$ cat config.mk
export PLATFORM = sky130hd
export DESIGN_NAME = writeback_buffer_flat
export DESIGN_NICKNAME = d
export VERILOG_FILES = /design/src/verilog/dcache_pkg.sv /design/src/verilog/wb_if.sv /design/src/verilog/writeback_buffer.sv /design/src/flat_wrapper.sv
export SDC_FILE = /design/constraint.sdc
export NUM_CORES = 1
export LEC_CHECK = 0
export ABC_AREA = 1
export BUFFER_PORTS_ARGS = -buffer_cell sky130_fd_sc_hd__buf_2
export CORE_ASPECT_RATIO = 0.7
export CORE_MARGIN = 5
export CORE_UTILIZATION = 44
export DETAILED_ROUTE_END_ITERATION = 8
export PLACE_DENSITY = 0.66
export SETUP_SLACK_MARGIN = 0.05
export SYNTH_ARGS = -nofsm -noshare
export SYNTH_HDL_FRONTEND = slang
export SYNTH_SLANG_ARGS = --single-unit
$ cat constraint.sdc
create_clock -name clk -period 18.96 [get_ports clk]
set_clock_uncertainty 0.2 [all_clocks]
set_input_delay 1.896 -clock clk [delete_from_list [all_inputs] [get_ports clk]]
set_output_delay 1.896 -clock clk [all_outputs]
set_load 0.05 [all_outputs]
$ cat src/verilog/dcache_pkg.sv
package dcache_pkg;

    // cache geometry
    localparam int ADDR_W         = 32;
    localparam int WORD_W         = 32;
    localparam int LINE_BYTES     = 16;
    localparam int WORDS_PER_LINE = LINE_BYTES / (WORD_W / 8);
    localparam int OFFSET_W       = $clog2(LINE_BYTES);
    localparam int NSET           = 64;
    localparam int INDEX_W        = $clog2(NSET);
    localparam int TAG_W          = ADDR_W - INDEX_W - OFFSET_W;
    localparam int NWAY           = 2;
    localparam int WB_DEPTH       = 4;

    typedef logic [ADDR_W-1:0]         addr_t;
    typedef logic [WORD_W-1:0]         word_t;
    typedef logic [WORD_W/8-1:0]       strb_t;
    typedef logic [8*LINE_BYTES-1:0]   line_t;
    typedef logic [LINE_BYTES-1:0]     line_strb_t;
    typedef logic [TAG_W-1:0]          tag_t;
    typedef logic [INDEX_W-1:0]        index_t;
    typedef logic [$clog2(NWAY)-1:0]   way_t;

endpackage

$ cat src/verilog/wb_if.sv
`timescale 1ns/100ps

// victim lines from the controller into the write-back buffer
interface wb_if;
    logic              push;
    dcache_pkg::addr_t addr;
    dcache_pkg::line_t line;
    logic              full;
    dcache_pkg::addr_t lookup_addr;
    logic              match;

    modport ctrl (output push, addr, line, lookup_addr, input full, match);
    modport buffer (input push, addr, line, lookup_addr, output full, match);
endinterface

$ cat src/verilog/writeback_buffer.sv
`timescale 1ns/100ps

module writeback_buffer (
    input  logic              clk,
    input  logic              rst,
    wb_if.buffer              wb,
    output logic              empty_o,
    output dcache_pkg::addr_t head_addr_o,
    output dcache_pkg::line_t head_line_o,
    input  logic              pop_i
);

    dcache_pkg::addr_t addr_mem [dcache_pkg::WB_DEPTH];
    dcache_pkg::line_t line_mem [dcache_pkg::WB_DEPTH];

    logic [$clog2(dcache_pkg::WB_DEPTH)-1:0] head_q;
    logic [$clog2(dcache_pkg::WB_DEPTH)-1:0] tail_q;
    logic [$clog2(dcache_pkg::WB_DEPTH)-1:0] rel;
    logic [$clog2(dcache_pkg::WB_DEPTH):0]   count_q;
    logic                                    do_push;

    assign do_push     = wb.push && !wb.full;
    assign wb.full     = count_q == dcache_pkg::WB_DEPTH;
    assign empty_o     = count_q == '0;
    assign head_addr_o = addr_mem[head_q];
    assign head_line_o = line_mem[head_q];

    // entry i is live when its distance from head is below the count
    always_comb begin
        wb.match = 1'b0;
        rel      = '0;
        for (int i = 0; i < dcache_pkg::WB_DEPTH; i++) begin
            rel = i[$clog2(dcache_pkg::WB_DEPTH)-1:0] - head_q;
            if (({1'b0, rel} < count_q) && (addr_mem[i] == wb.lookup_addr)) begin
                wb.match = 1'b1;
            end
        end
    end

    always_ff @(posedge clk) begin
        if (rst) begin
            head_q  <= '0;
            tail_q  <= '0;
            count_q <= '0;
        end else begin
            if (do_push) begin
                tail_q <= tail_q + 1'b1;
            end
            if (pop_i) begin
                head_q <= head_q + 1'b1;
            end
            if (do_push && !pop_i) begin
                count_q <= count_q + 1'b1;
            end else if (pop_i && !do_push) begin
                count_q <= count_q - 1'b1;
            end
        end
    end

    always_ff @(posedge clk) begin
        if (do_push) begin
            addr_mem[tail_q] <= wb.addr;
            line_mem[tail_q] <= wb.line;
        end
    end

endmodule
$ cat src/flat_wrapper.sv
// flat-port wrapper written by rule: the top's interface ports become plain ports
module writeback_buffer_flat 
  (clk, rst, empty_o, head_addr_o, head_line_o, pop_i, wb_push, wb_addr, wb_line, wb_lookup_addr, wb_full, wb_match);
  wb_if wb_i ();
  input  logic clk;
  input  logic rst;
  output logic empty_o;
  output dcache_pkg::addr_t head_addr_o;
  output dcache_pkg::line_t head_line_o;
  input  logic pop_i;
  input wire logic [$bits(wb_i.push)-1:0] wb_push;
  input wire logic [$bits(wb_i.addr)-1:0] wb_addr;
  input wire logic [$bits(wb_i.line)-1:0] wb_line;
  input wire logic [$bits(wb_i.lookup_addr)-1:0] wb_lookup_addr;
  output wire logic [$bits(wb_i.full)-1:0] wb_full;
  output wire logic [$bits(wb_i.match)-1:0] wb_match;
  assign wb_i.push = wb_push;
  assign wb_i.addr = wb_addr;
  assign wb_i.line = wb_line;
  assign wb_i.lookup_addr = wb_lookup_addr;
  assign wb_full = wb_i.full;
  assign wb_match = wb_i.match;
  writeback_buffer u_core (.clk(clk), .rst(rst), .wb(wb_i), .empty_o(empty_o), .head_addr_o(head_addr_o), .head_line_o(head_line_o), .pop_i(pop_i));
endmodule
Word-level counts from Yosys, hierarchy flattened:

Memory sizes are Yosys's and may differ from the RTL's. A register that Yosys moved wholly into a read port is not among the register bits.
Index checks and enable logic that the tools add are counted.
W data, S select, Z words.

* RAM bits: 640
* bits in registers: 7
* memories: 2

Memories
* u_core.line_mem: words 4, bits a word 128, rd ports 1, clocked after memory_dff 1, wr ports 1, line writeback_buffer.sv:14 `dcache_pkg::line_t line_mem [dcache_pkg::WB_DEPTH];`
* u_core.addr_mem: words 4, bits a word 32, rd ports 5, clocked after memory_dff 1, wr ports 1, line writeback_buffer.sv:13 `dcache_pkg::addr_t addr_mem [dcache_pkg::WB_DEPTH];`

* mux-type cells: 12
* $add $sub $neg: 8
* $lt $le $gt $ge: 4
* equality and inequality tests: 5
* reduce and logical (&&, ||, !) cells: 12

Operator list (count)
* $eq A32 B32 Y1: 4
* $lt A2 B3 Y1: 4
* $mux W2: 4
* $logic_and A1 B1 Y1: 7
* $mux W1: 6
* $mux W3: 2
* $add A2 B1 Y2 const B: 2
* $sub A1 B2 Y2 const A: 2
* $sub A2 B2 Y2 const A: 2
* $add A3 B1 Y3 const B: 1
* $eq A3 B3 Y1 const B: 1
* $logic_not A1 Y1: 3
* $logic_not A3 Y1: 1
* $sub A3 B1 Y3 const B: 1
* $reduce_bool A2 Y1: 1

Depth between registers and ports, before layout:

* word-level depth: 7
* gate-level depth with buffers: 11
* mapped depth without buffers: 11

Least setup slack after synthesis:

Ideal clock, no wire load.

* path type: input to register
* from: input wb_push
* to: memory u_core.addr_mem[0][0] (netlist bit), enable pin
* setup slack: 9208 ps
* data arrival time: 8870 ps
* buffers on the path: 0
* stages: 4
* setup time: 682 ps
* cells stage by stage: inv_1 nor2_1 inv_1 nor2_1

* longest elaborated chain between the ends: 3

Ends and longest elaborated chain
* from (decl): line flat_wrapper.sv:11 `input wire logic [$bits(wb_i.push)-1:0] wb_push;`
* $logic_and A1 B1 Y1: line writeback_buffer.sv:22 `assign do_push = wb.push && !wb.full;`
* via u_core.do_push: line writeback_buffer.sv:20 `logic do_push;`
* $mux W1: line writeback_buffer.sv:61 `if (do_push) begin`
* $mux W1 (implied by the code): line writeback_buffer.sv:62 `addr_mem[tail_q] <= wb.addr;`
* to (decl): line writeback_buffer.sv:13

The timed path passes the listed nets, and every way through them passes these cells.

==> results.ini <==
[floorplan]
core_area_um2=59590
placementRows=75
start_util_pct=44.14
die_w_um=302.2
io_pins=359
dieArea_um2=64850
die_h_um=214.6

[route]
drt-total-wl_mm=65.23
ant_nets=0
vias_per_cell=5.269
num_vias=17370
drc=0
first_pass_iters=5
drt_iter0_markers=1438
routedWlPerCell_um=19.79

[global_route]
overflow=0
grt_pass1_wl_mm=98.75
grt_max_degree=135
antenna_found_initial=20
grt_pass1_vias=17010
grt_usage_pct=19.46

[logic_synthesis]
yosys_warnings=0
ys_ff_latch=649
yosysTopAreaCell=edfxtp_1
syn_nets=2301
avgSynthCellArea_um2=12.56
synth.area.top_cells=edfxtp_1 73%, o21ai_0 6.2%, nor2_1 5.4%, nand2_1 3.5%, o22ai_1 3.4%
syn-cell-area_um2=26300
synthCells=2095
ys_seq_area_share_pct=73.75
synth_top_area_share_pct=73.07
yosysUniqueCellTypes=27

[worst_setup_path]
critPathArrivalTime_ns=3.87
reg2reg_depth=6
path_class=flip-flop to output pin
crit_path_end_kind=output pin
r2r_end=u_core.line_mem[2][6]$_DFFE_PP_
start_kind=flip-flop
crit_required_ns=16.86
crit_fanout=87
reg2reg_from=u_core.count_q[0]$_SDFFE_PP0P_
r2r_slack_ns=15.47

[sta]
tightest_slew_ns=1.202
period_minus_slack_ns=5.962
whs_ns=0.3064
max_freq_mhz=167.7
hold_viol_final=0
finalCritPeriodShare_pct=31.44
drv_slew=0
maxSlewHeadroom_pct=19.84
rsz0062_at_grt=false
tns_ns=0
finalSetupViolCount=0

[place]
placed_area_um2=28680
hpwl_mm=39.21
gp_congestion=0.8666
io_buffers=358

[clock_network]
post_cts_buffers=0
clock_latency_ns=0.63
holdBufCountCts=0
cts_sinks=649
htreeDepth=2
root_buffer=clkbuf_16
cts_buffers=61
cts_tree=done
cts_resized=0
clk_pin_slew_ns=0.06
clock_path_buffers=3

[final_layout]
post_route_cells_drive_above_1_share_pct=19.16
final_cell_mix=640 x edfxtp_1, 374 x nor2_1, 358 x buf_2, 327 x o21ai_0, 244 x nand2_1
final_common_cell=edfxtp_1
post-route-util_pct=51.51
nFillCells=5071
syn_to_final_growth_pct=16.69
multi_input_area_um2=5884
nets=2635
seq_area_um2=19410
finalInstanceArea_um2=30690

[worst_hold_path]
min-delay-start=u_core.tail_q[0]$_SDFFE_PP0P_
holdPathStages=1
whs_endpoint=u_core.tail_q[0]$_SDFFE_PP0P_
hold_path.class=flip-flop to flip-flop

[power_and_ir_drop]
peakVddDrop_mv=0.06952
p_total_mw=3.482
p_leak_nw=11.33
power.density_nw_per_um2=113.5

[status]
run_status=finished clean

[run]
maxCapViolCount=0

[where the power goes]
| group | internal, mW | switching (mW) |
|---|---|---|
| Clock | 0.689 | 0.518 |
| Sequential | 1.68 | 0.0321 |
| Combinational | 0.121 | 0.438 |
| Total | 2.49 | 0.988 |
[worst max-delay path, stage by stage (launching register included)]
cell,delay [ns]
dfxtp_4,0.86
buf_4,0.61
buf_4,0.77
o21ai_0,0.20
o22ai_1,0.36
buf_2,0.34
[cell usage after synthesis]
master / count
buf_6: 20
dfxtp_1: 9
o21a_1: 2
fa_1: 1
inv_2: 2
buf_2: 32
nor3_2: 1
nand4_1: 1
clkbuf_4: 1
xnor2_1: 21
nor3_1: 5
inv_1: 108
edfxtp_1: 640
nand2_1: 244
o22ai_1: 144
inv_4: 1
xor2_1: 37
a21oi_1: 44
o21ai_0: 327
buf_8: 1
clkbuf_1: 48
buf_4: 5
nor2_1: 378
o21ai_1: 6
clkbuf_2: 1
ha_1: 9
nand3_1: 7
[worst max-delay path by stage]
stage	from	endpoint	slack (ns)	depth (start not counted)
after floorplan	wb_push	u_core.addr_mem[0][0]$_DFFE_PP_	9.21	4
after global placement	wb_lookup_addr[11]	wb_match	13.57	12
after detailed placement	wb_lookup_addr[1]	wb_match	13.59	12
after CTS	flip-flop	head_line_o[81]	12.98	5
after global routing	flip-flop	head_line_o[92]	12.73	5
final	flip-flop	head_line_o[81]	13.00	5
[sequential cells by signal, indices dropped and copies added (netlist names), named ones only]
signal,count
u_core.line_mem,512
u_core.addr_mem,128
u_core.count_q,3
u_core.head_q,2
u_core.tail_q,2
[kinds of logic (layout without fill, tap and decap cells)]
family / after synthesis / count (layout) / synth area share (%)
AO/OA/AOI/OAI: 523 / 523 / 10.66
XOR/XNOR: 58 / 58 / 1.931
adder cells (fa/ha/maj): 10 / 10 / 0.5042
AND/OR/NAND/NOR: 636 / 636 / 9.167
other: 0 / 14 / 0
flip-flops: 649 / 649 / 73.75
buffers and inverters: 219 / 598 / 3.991
[per-layer routing]
layer | part of all wire, % | wire length, um | vias up | GRT usage, %
met2 | 48 | 31510 | 559 | 32.15
met4 | 1.5 | 988 | 22 | 4.083
li1 | - | - | 8174 | -
met1 | 41 | 26840 | 8512 | 26.08
met3 | 8.8 | 5764 | 100 | 5.385
met5 | 0.21 | 134 | - | 0
[area by class of cell]
class / count / share of cell area [%]
Sequential cell: 649 / 63.23
Inverter: 111 / 1.390
Clock inverter: 30 / 1.141
Timing Repair Buffer: 379 / 6.351
Clock buffer: 78 / 5.312
Antenna cell: 14 / 0.1141
Tap cell: 808 / 3.294
Multi-Input combinational cell: 1227 / 19.17
[per-stage QoR]
step           instances  worst slack [ns]
4_1_cts             3282             12.98
3_3_place_gp        3174             13.57
6_report            3296             13.00
3_5_place_dp        3174             13.59
5_1_grt             3286             12.73
2_1_floorplan       2095             9.208
(Power assumes the default switching activity.)
