===== config.mk =====
export PLATFORM = sky130hd
export DESIGN_NAME = axil_master_flat
export DESIGN_NICKNAME = d
export VERILOG_FILES = /design/src/verilog/dcache_pkg.sv /design/src/verilog/refill_if.sv /design/src/verilog/axil_master.sv /design/src/flat_wrapper.sv
export SDC_FILE = /design/constraint.sdc
export NUM_CORES = 1
export LEC_CHECK = 0
export BUFFER_PORTS_ARGS = -buffer_cell sky130_fd_sc_hd__buf_4
export CAP_MARGIN = 20
export CORE_AREA = 2 2 183 185
export DETAILED_ROUTE_END_ITERATION = 10
export DIE_AREA = 0 0 185 187
export GPL_ROUTABILITY_DRIVEN = 0
export PLACE_DENSITY_LB_ADDON = 0.1
export SETUP_SLACK_MARGIN = 0.05
export SLEW_MARGIN = 0
export SYNTH_ARGS = -nofsm -noshare
export SYNTH_HDL_FRONTEND = slang
export SYNTH_SLANG_ARGS = --single-unit

===== constraint.sdc =====
create_clock -name clk -period 2.6 [get_ports clk]
set_input_delay 0.52 -clock clk [delete_from_list [all_inputs] [get_ports clk]]
set_output_delay 0.52 -clock clk [all_outputs]
set_load 0.005 [all_outputs]

===== src/verilog/dcache_pkg.sv =====
package dcache_pkg;

    // cache geometry
    localparam int ADDR_W         = 32;
    localparam int WORD_W         = 32;
    localparam int LINE_BYTES     = 16;
    localparam int WORDS_PER_LINE = LINE_BYTES / (WORD_W / 8);
    localparam int OFFSET_W       = $clog2(LINE_BYTES);
    localparam int NSET           = 64;
    localparam int INDEX_W        = $clog2(NSET);
    localparam int TAG_W          = ADDR_W - INDEX_W - OFFSET_W;
    localparam int NWAY           = 2;
    localparam int WB_DEPTH       = 4;

    typedef logic [ADDR_W-1:0]         addr_t;
    typedef logic [WORD_W-1:0]         word_t;
    typedef logic [WORD_W/8-1:0]       strb_t;
    typedef logic [8*LINE_BYTES-1:0]   line_t;
    typedef logic [LINE_BYTES-1:0]     line_strb_t;
    typedef logic [TAG_W-1:0]          tag_t;
    typedef logic [INDEX_W-1:0]        index_t;
    typedef logic [$clog2(NWAY)-1:0]   way_t;

endpackage


===== src/verilog/refill_if.sv =====
`timescale 1ns/100ps

// line refill requests from the controller to the bus master
interface refill_if;
    logic              req;
    dcache_pkg::addr_t addr;
    logic              done;
    dcache_pkg::line_t line;

    modport ctrl (output req, addr, input done, line);
    modport mst (input req, addr, output done, line);
endinterface


===== src/verilog/axil_master.sv =====
`timescale 1ns/100ps

module axil_master (
    input  logic              clk,
    input  logic              rst,
    refill_if.mst             refill,
    input  logic              empty_i,
    input  dcache_pkg::addr_t head_addr_i,
    input  dcache_pkg::line_t head_line_i,
    output logic              pop_o,
    output logic              awvalid_o,
    input  logic              awready_i,
    output dcache_pkg::addr_t awaddr_o,
    output logic              wvalid_o,
    input  logic              wready_i,
    output dcache_pkg::word_t wdata_o,
    output dcache_pkg::strb_t wstrb_o,
    input  logic              bvalid_i,
    output logic              bready_o,
    output logic              arvalid_o,
    input  logic              arready_i,
    output dcache_pkg::addr_t araddr_o,
    input  logic              rvalid_i,
    output logic              rready_o,
    input  dcache_pkg::word_t rdata_i
);

    typedef enum logic [2:0] {
        M_IDLE,
        M_AR,
        M_R,
        M_DONE,
        M_AW,
        M_B
    } mst_state_t;

    mst_state_t                                    state_q;
    logic [$clog2(dcache_pkg::WORDS_PER_LINE)-1:0] word_q;
    logic                                          aw_sent_q;
    logic                                          w_sent_q;
    dcache_pkg::line_t                             fill_q;

    assign arvalid_o = state_q == M_AR;
    assign rready_o  = state_q == M_R;
    assign awvalid_o = (state_q == M_AW) && !aw_sent_q;
    assign wvalid_o  = (state_q == M_AW) && !w_sent_q;
    assign bready_o  = state_q == M_B;

    // entry leaves the buffer with the last write response of its line
    assign pop_o = bready_o && bvalid_i && (&word_q);

    assign araddr_o = {refill.addr[dcache_pkg::ADDR_W-1:dcache_pkg::OFFSET_W], word_q, 2'b00};
    assign awaddr_o = {head_addr_i[dcache_pkg::ADDR_W-1:dcache_pkg::OFFSET_W], word_q, 2'b00};
    assign wdata_o  = head_line_i[dcache_pkg::WORD_W*word_q +: dcache_pkg::WORD_W];
    assign wstrb_o  = '1;

    assign refill.done = state_q == M_DONE;
    assign refill.line = fill_q;

    always_ff @(posedge clk) begin
        if (rst) begin
            state_q   <= M_IDLE;
            word_q    <= '0;
            aw_sent_q <= 1'b0;
            w_sent_q  <= 1'b0;
        end else begin
            case (state_q)
                // refill wins, a drain only starts with no refill pending
                M_IDLE: begin
                    word_q <= '0;
                    if (refill.req) begin
                        state_q <= M_AR;
                    end else if (!empty_i) begin
                        state_q <= M_AW;
                    end
                end
                M_AR: begin
                    if (arready_i) begin
                        state_q <= M_R;
                    end
                end
                M_R: begin
                    if (rvalid_i) begin
                        word_q  <= word_q + 1'b1;
                        state_q <= (&word_q) ? M_DONE : M_AR;
                    end
                end
                M_DONE: state_q <= M_IDLE;
                M_AW: begin
                    if ((aw_sent_q || awready_i) && (w_sent_q || wready_i)) begin
                        aw_sent_q <= 1'b0;
                        w_sent_q  <= 1'b0;
                        state_q   <= M_B;
                    end else begin
                        aw_sent_q <= aw_sent_q || awready_i;
                        w_sent_q  <= w_sent_q || wready_i;
                    end
                end
                M_B: begin
                    if (bvalid_i) begin
                        word_q  <= word_q + 1'b1;
                        state_q <= (&word_q) ? M_IDLE : M_AW;
                    end
                end
                default: state_q <= M_IDLE;
            endcase
        end
    end

    always_ff @(posedge clk) begin
        if (rready_o && rvalid_i) begin
            fill_q[dcache_pkg::WORD_W*word_q +: dcache_pkg::WORD_W] <= rdata_i;
        end
    end

endmodule


===== src/flat_wrapper.sv =====
// flat-port wrapper written by rule: the top's interface ports become plain ports
module axil_master_flat 
  (clk, rst, empty_i, head_addr_i, head_line_i, pop_o, awvalid_o, awready_i, awaddr_o, wvalid_o, wready_i, wdata_o, wstrb_o, bvalid_i, bready_o, arvalid_o, arready_i, araddr_o, rvalid_i, rready_o, rdata_i, refill_req, refill_addr, refill_done, refill_line);
  refill_if refill_i ();
  input  logic clk;
  input  logic rst;
  input  logic empty_i;
  input  dcache_pkg::addr_t head_addr_i;
  input  dcache_pkg::line_t head_line_i;
  output logic pop_o;
  output logic awvalid_o;
  input  logic awready_i;
  output dcache_pkg::addr_t awaddr_o;
  output logic wvalid_o;
  input  logic wready_i;
  output dcache_pkg::word_t wdata_o;
  output dcache_pkg::strb_t wstrb_o;
  input  logic bvalid_i;
  output logic bready_o;
  output logic arvalid_o;
  input  logic arready_i;
  output dcache_pkg::addr_t araddr_o;
  input  logic rvalid_i;
  output logic rready_o;
  input  dcache_pkg::word_t rdata_i;
  input wire logic [$bits(refill_i.req)-1:0] refill_req;
  input wire logic [$bits(refill_i.addr)-1:0] refill_addr;
  output wire logic [$bits(refill_i.done)-1:0] refill_done;
  output wire logic [$bits(refill_i.line)-1:0] refill_line;
  assign refill_i.req = refill_req;
  assign refill_i.addr = refill_addr;
  assign refill_done = refill_i.done;
  assign refill_line = refill_i.line;
  axil_master u_core (.clk(clk), .rst(rst), .refill(refill_i), .empty_i(empty_i), .head_addr_i(head_addr_i), .head_line_i(head_line_i), .pop_o(pop_o), .awvalid_o(awvalid_o), .awready_i(awready_i), .awaddr_o(awaddr_o), .wvalid_o(wvalid_o), .wready_i(wready_i), .wdata_o(wdata_o), .wstrb_o(wstrb_o), .bvalid_i(bvalid_i), .bready_o(bready_o), .arvalid_o(arvalid_o), .arready_i(arready_i), .araddr_o(araddr_o), .rvalid_i(rvalid_i), .rready_o(rready_o), .rdata_i(rdata_i));
endmodule

### Yosys cells after proc, flatten, opt, wreduce, memory -nomap -nowiden

Index checks and enable logic that the tools add are counted.

* equal/unequal tests: 10
* add/subtract/negate cells: 2
* reduce and logical (&&, ||, !) cells: 15
* shifts and indexed selects: 3
* multiplexer cells: 15

Operators with widths (number)
* 128-bit bitwise mux: 1
* 32-bit by 34-bit variable shift with 128-bit output (first input constant): 1
* 128-bit by 8-bit indexed part select with 32-bit output: 1
* 32-bit by 34-bit indexed part select with 128-bit output: 1
* 7-bit negation with 34-bit output: 1
* 3-bit two-way mux: 7
* 3-bit one-hot mux with 5 select lines: 1
* 3-bit by 2-bit == test with 1-bit output (second input constant): 2
* 3-bit == test (second input constant): 2
* 1-bit logical AND: 6
* 2-bit two-way mux: 3
* 2-bit inequality test (second input constant): 3
* 2-bit one-hot mux with 3 select lines: 1
* 5-bit AND reduction: 1
* 3-bit by 1-bit == test with 1-bit output (second input constant): 1
* 3-bit zero test: 1
* 3-bit inequality test (second input constant): 1
* 3-bit AND reduction: 1
* 3-bit nonzero test: 1
* 2-bit by 1-bit adder with 2-bit output (second input constant): 1
* 1-bit zero test: 2
* 1-bit logical OR: 2
* 1-bit two-way mux: 2
* 2-bit by 1-bit inequality test with 1-bit output (second input constant): 1
* 2-bit AND reduction: 1

* logic and storage cells: 50
* register bits after elaboration: 135
* output and inout bits: 235
* input port bits: 233

### Logic depth before layout (Yosys ltp)

* depth after elaboration: 4
* mapped depth: 8
* depth with buffers taken out: 5

### Worst setup path before layout

Ideal clock, no wire load.

* path type: flip-flop to flip-flop
* start point: reg, netlist name u_core.word_q[1]
* end point: reg u_core.fill_q[0] (netlist: u_core.refill.line[0]), enable pin
* setup time: 0.392 ns
* data arrival time: 2.057 ns
* required time: 2.208 ns
* setup slack: 0.151 ns
* cell stages (with the launch flop): 6
* path buffers: 2
* period minus slack after synthesis: 2.449 ns
* path through: dfxtp_1 buf_2 clkbuf_1 inv_1 ha_1 and2_1

RTL lines
* end signal: indexed assignment: line axil_master.sv:112 `fill_q[dcache_pkg::WORD_W*word_q +: dcache_pkg::WORD_W] <= rdata_i;`
* end: declaration: line axil_master.sv:41 `dcache_pkg::line_t fill_q;`

### Worst setup path after layout

* start point: reg u_core.word_q[0] (netlist bit)
* end point: out wdata_o[8]

* word-level cells in the longest chain between the ends: 1

Ends and longest elaborated chain
* start: declaration: line axil_master.sv:38 `logic [$clog2(dcache_pkg::WORDS_PER_LINE)-1:0] word_q;`
* start signal: assignment: line axil_master.sv:84 `word_q <= word_q + 1'b1;`
* start signal: assignment: line axil_master.sv:101 `word_q <= word_q + 1'b1;`
* 128-bit by 8-bit indexed part select with 32-bit output: line axil_master.sv:54 `assign wdata_o = head_line_i[dcache_pkg::WORD_W*word_q +: dcache_pkg::WORD_W];`
* end: declaration: line flat_wrapper.sv:16 `output dcache_pkg::word_t wdata_o;`

Every way passes these cells.

==> impl_metrics.env <==
export IMPL_status="finished, final reports clean"
export IMPL_clkSinkCount=135
export IMPL_synth_edf_count=128
export IMPL_cts_setup_buffers=0
export IMPL_top_layer="met4"
export IMPL_met3_length_mm=2.842
export IMPL_antenna_left=0
export IMPL_synth_cells=449
export IMPL_die_y_um=187
export IMPL_critPathCaptureType="output pin"
export IMPL_path_clk_slew_ns=0.06
export IMPL_reg2reg_depth=6
export IMPL_ys_seq_area_share_pct=59.70
export IMPL_antenna_found_initial=0
export IMPL_first_global_vias=5156
export IMPL_layout_nets=974
export IMPL_ys_ff_latch=135
export IMPL_synthDistinctLibCells=42
export IMPL_die_area_um2=34600
export IMPL_ys_top_cells_by_count="133 x and2_1, 128 x edfxtp_1, 69 x buf_4, 32 x mux4_2"
export IMPL_num_rows=67
export IMPL_peakVddDrop_mv=0.3919
export IMPL_synth_main_ff_cell="edfxtp_1"
export IMPL_finalSetupTns_ns=0
export IMPL_power_frac_seq_pct=43.4
export IMPL_portBuffers=339
export IMPL_max_freq_mhz=414.5
export IMPL_power_density_nw_per_um2=563.1
export IMPL_hold_path_endpoint="u_core.state_q[0]"
export IMPL_grt_max_degree=38
export IMPL_period_needed_ns=2.413
export IMPL_drt_iter0_drc=197
export IMPL_hold_path_class="in -> reg"
export IMPL_worstPathRequired_ns=2.08
export IMPL_cts_made_buffers=17
export IMPL_yosys_warnings=0
export IMPL_n_fill_cell=3459
export IMPL_overflow=0
export IMPL_antenna_cells=0
export IMPL_die_width_um=185
export IMPL_hpwl_mm=20.09
export IMPL_syn_area_per_cell_um2=14.86
export IMPL_h_tree_depth=4
export IMPL_netlist_area_um2=6673
export IMPL_start_util_pct=20.31
export IMPL_wl_mm=26.28
export IMPL_power_switching_uw=1199
export IMPL_routed_via_count=4683
export IMPL_whs_path_depth=2
export IMPL_grt_use_total_pct=14.85
export IMPL_tritoncts="done"
export IMPL_num_io_pins=468
export IMPL_clockRootBuffer="clkbuf_16"
export IMPL_comb_power_share_pct=11.8
export IMPL_grt_pass1_wl_mm=36.27
export IMPL_dr_pass1_iters=4
export IMPL_vias_per_cell=3.916
export IMPL_hp_start="rst"
export IMPL_wl_per_cell_um=21.97
export IMPL_hold_viol=0
export IMPL_yosysMostFrequentCell="and2_1"
export IMPL_core_area_um2=32860
export IMPL_rr_endpoint="u_core.refill.line[31]"
export IMPL_cp_max_fo=19
export IMPL_rrSetupSlack_ns=0.42
export IMPL_clk_path_buf_depth=2
export IMPL_placed_cells=1163
export IMPL_drv_cap=0
export IMPL_wl_met1_mm=9.329
export IMPL_drc=0
export IMPL_fin_crit_sh_pct=92.80
export IMPL_drive_above_1_share_pct=56.82
export IMPL_slew_violations=0
export IMPL_power_frac_clock_pct=44.8
export IMPL_final_instance_count_excl_fill=1196
export IMPL_power_leakage_uw=0.003754
export IMPL_ys_async_sr_fraction_pct=0
export IMPL_start_kind="flop"
export IMPL_setup_viol=0
export IMPL_clock_latency_ns=0.42
export IMPL_cp_arrival_ns=1.89
export IMPL_swShare_pct=21.46
export IMPL_synth_area_leader_cell="edfxtp_1"
export IMPL_synthTopCellsByArea="edfxtp_1 58%, and2_1 12%, mux4_2 11%, buf_4 7.8%, dfxtp_1 2.1%"
export IMPL_route_met2_wl_mm=13.56
export IMPL_finalClockSkew_ns=0.009270
export IMPL_intPower_uw=4387
export IMPL_synth_top_cell_area_share_pct=57.60
export IMPL_area_delta_synth_final_pct=48.68
export IMPL_r2r_start="u_core.word_q[1]"
export IMPL_path_class="reg -> out"
export IMPL_rsz0062_at_grt="false"
## routing by layer
layer / track usage, % / vias up
li1: - / 2115
met4: 4.670 / 0
met3: 6.931 / 48
met1: 15.56 / 2262
met5: 0.2857 / -
met2: 26.16 / 258
## worst max path at each step
stage                          start                      to  cells past startpoint
floorplan           u_core.word_q[1]   u_core.refill.line[0]                      5
detailed placement  u_core.word_q[1]  u_core.refill.line[17]                      6
global placement    u_core.word_q[1]  u_core.refill.line[26]                      6
CTS                 u_core.word_q[1]             wdata_o[13]                      3
finish              u_core.word_q[0]              wdata_o[8]                      3
global route        u_core.word_q[0]             wdata_o[13]                      3
## cells by family after synthesis
group	count (synthesis)	synth area share, %
AO/OA/AOI/OAI	18	1.988
adder cells (fa/ha/maj)	6	1.125
buffers and inverters	95	10.24
flip-flops	135	59.70
multiplexers	34	11.12
other	2	0.1125
AND/OR/NAND/NOR	159	15.71
## timing repair
action,in CTS,in global routing
endpoints found under the setup margin,0,13
resized for setup,0,1
hold buffers,0,0
hold endpoints to repair,0,0
## cell type report
type	count	area [um2]	area share (%)
Clock buffer	19	432.9	4.364
Clock inverter	13	177.7	1.791
Sequential cell	135	3986	40.18
Inverter	5	23.77	0.2396
Multi-Input combinational cell	225	2033	20.49
Timing Repair Buffer	351	2706	27.28
Tap cell	448	560.5	5.650
## state kept, by name (all words and copies together), names as in the netlist
signal	cells
u_core.aw_sent_q	1
u_core.refill.line	128
u_core.state_q	3
u_core.w_sent_q	1
u_core.word_q	2
## cells in the final DEF (no fill, tap or decap), types with 3 or more instances in the layout
cell type,netlist,final
bufinv_16,0,4
nor4_4,3,3
buf_4,69,345
nor2b_1,5,5
dfxtp_1,7,5
inv_6,1,3
clkbuf_16,0,18
and2_2,0,4
buf_12,0,4
a21oi_1,4,4
ha_1,6,6
edfxtp_1,128,128
clkinv_2,0,3
nor3_1,4,4
mux4_2,32,32
inv_1,4,4
and2_1,133,129
conb_1,2,8
## metrics by stage
stage	util [%]	area [um2]	power [uW]	worst slack, ns	hold slack (ns)
after floorplan	-	6695	2811	0.1506	0.5173
after global placement	28.24	9281	3131	0.4676	0.5599
after detailed placement	28.24	9281	3141	0.3879	0.5471
after CTS	30.10	9892	5679	0.05577	0.3073
after global routing	30.19	9921	5813	0.09334	0.3337
final	30.19	9921	5586	0.1873	0.3361
## critical path: stages (launching register included)
cell and delay (ns):
dfxtp_2 0.49, buf_12 0.25, mux4_2 0.56, buf_4 0.16
## power by group through the flow
stage / combinational, uW / sequential, uW / clock [uW]
after floorplan: 360 / 2450 / 0
after global placement: 664 / 2470 / 0
after detailed placement: 673 / 2470 / 0
after CTS: 674 / 2420 / 2580
after global routing: 724 / 2430 / 2660
final: 662 / 2420 / 2500
No activity file was read; power rests on OpenSTA's default activity.
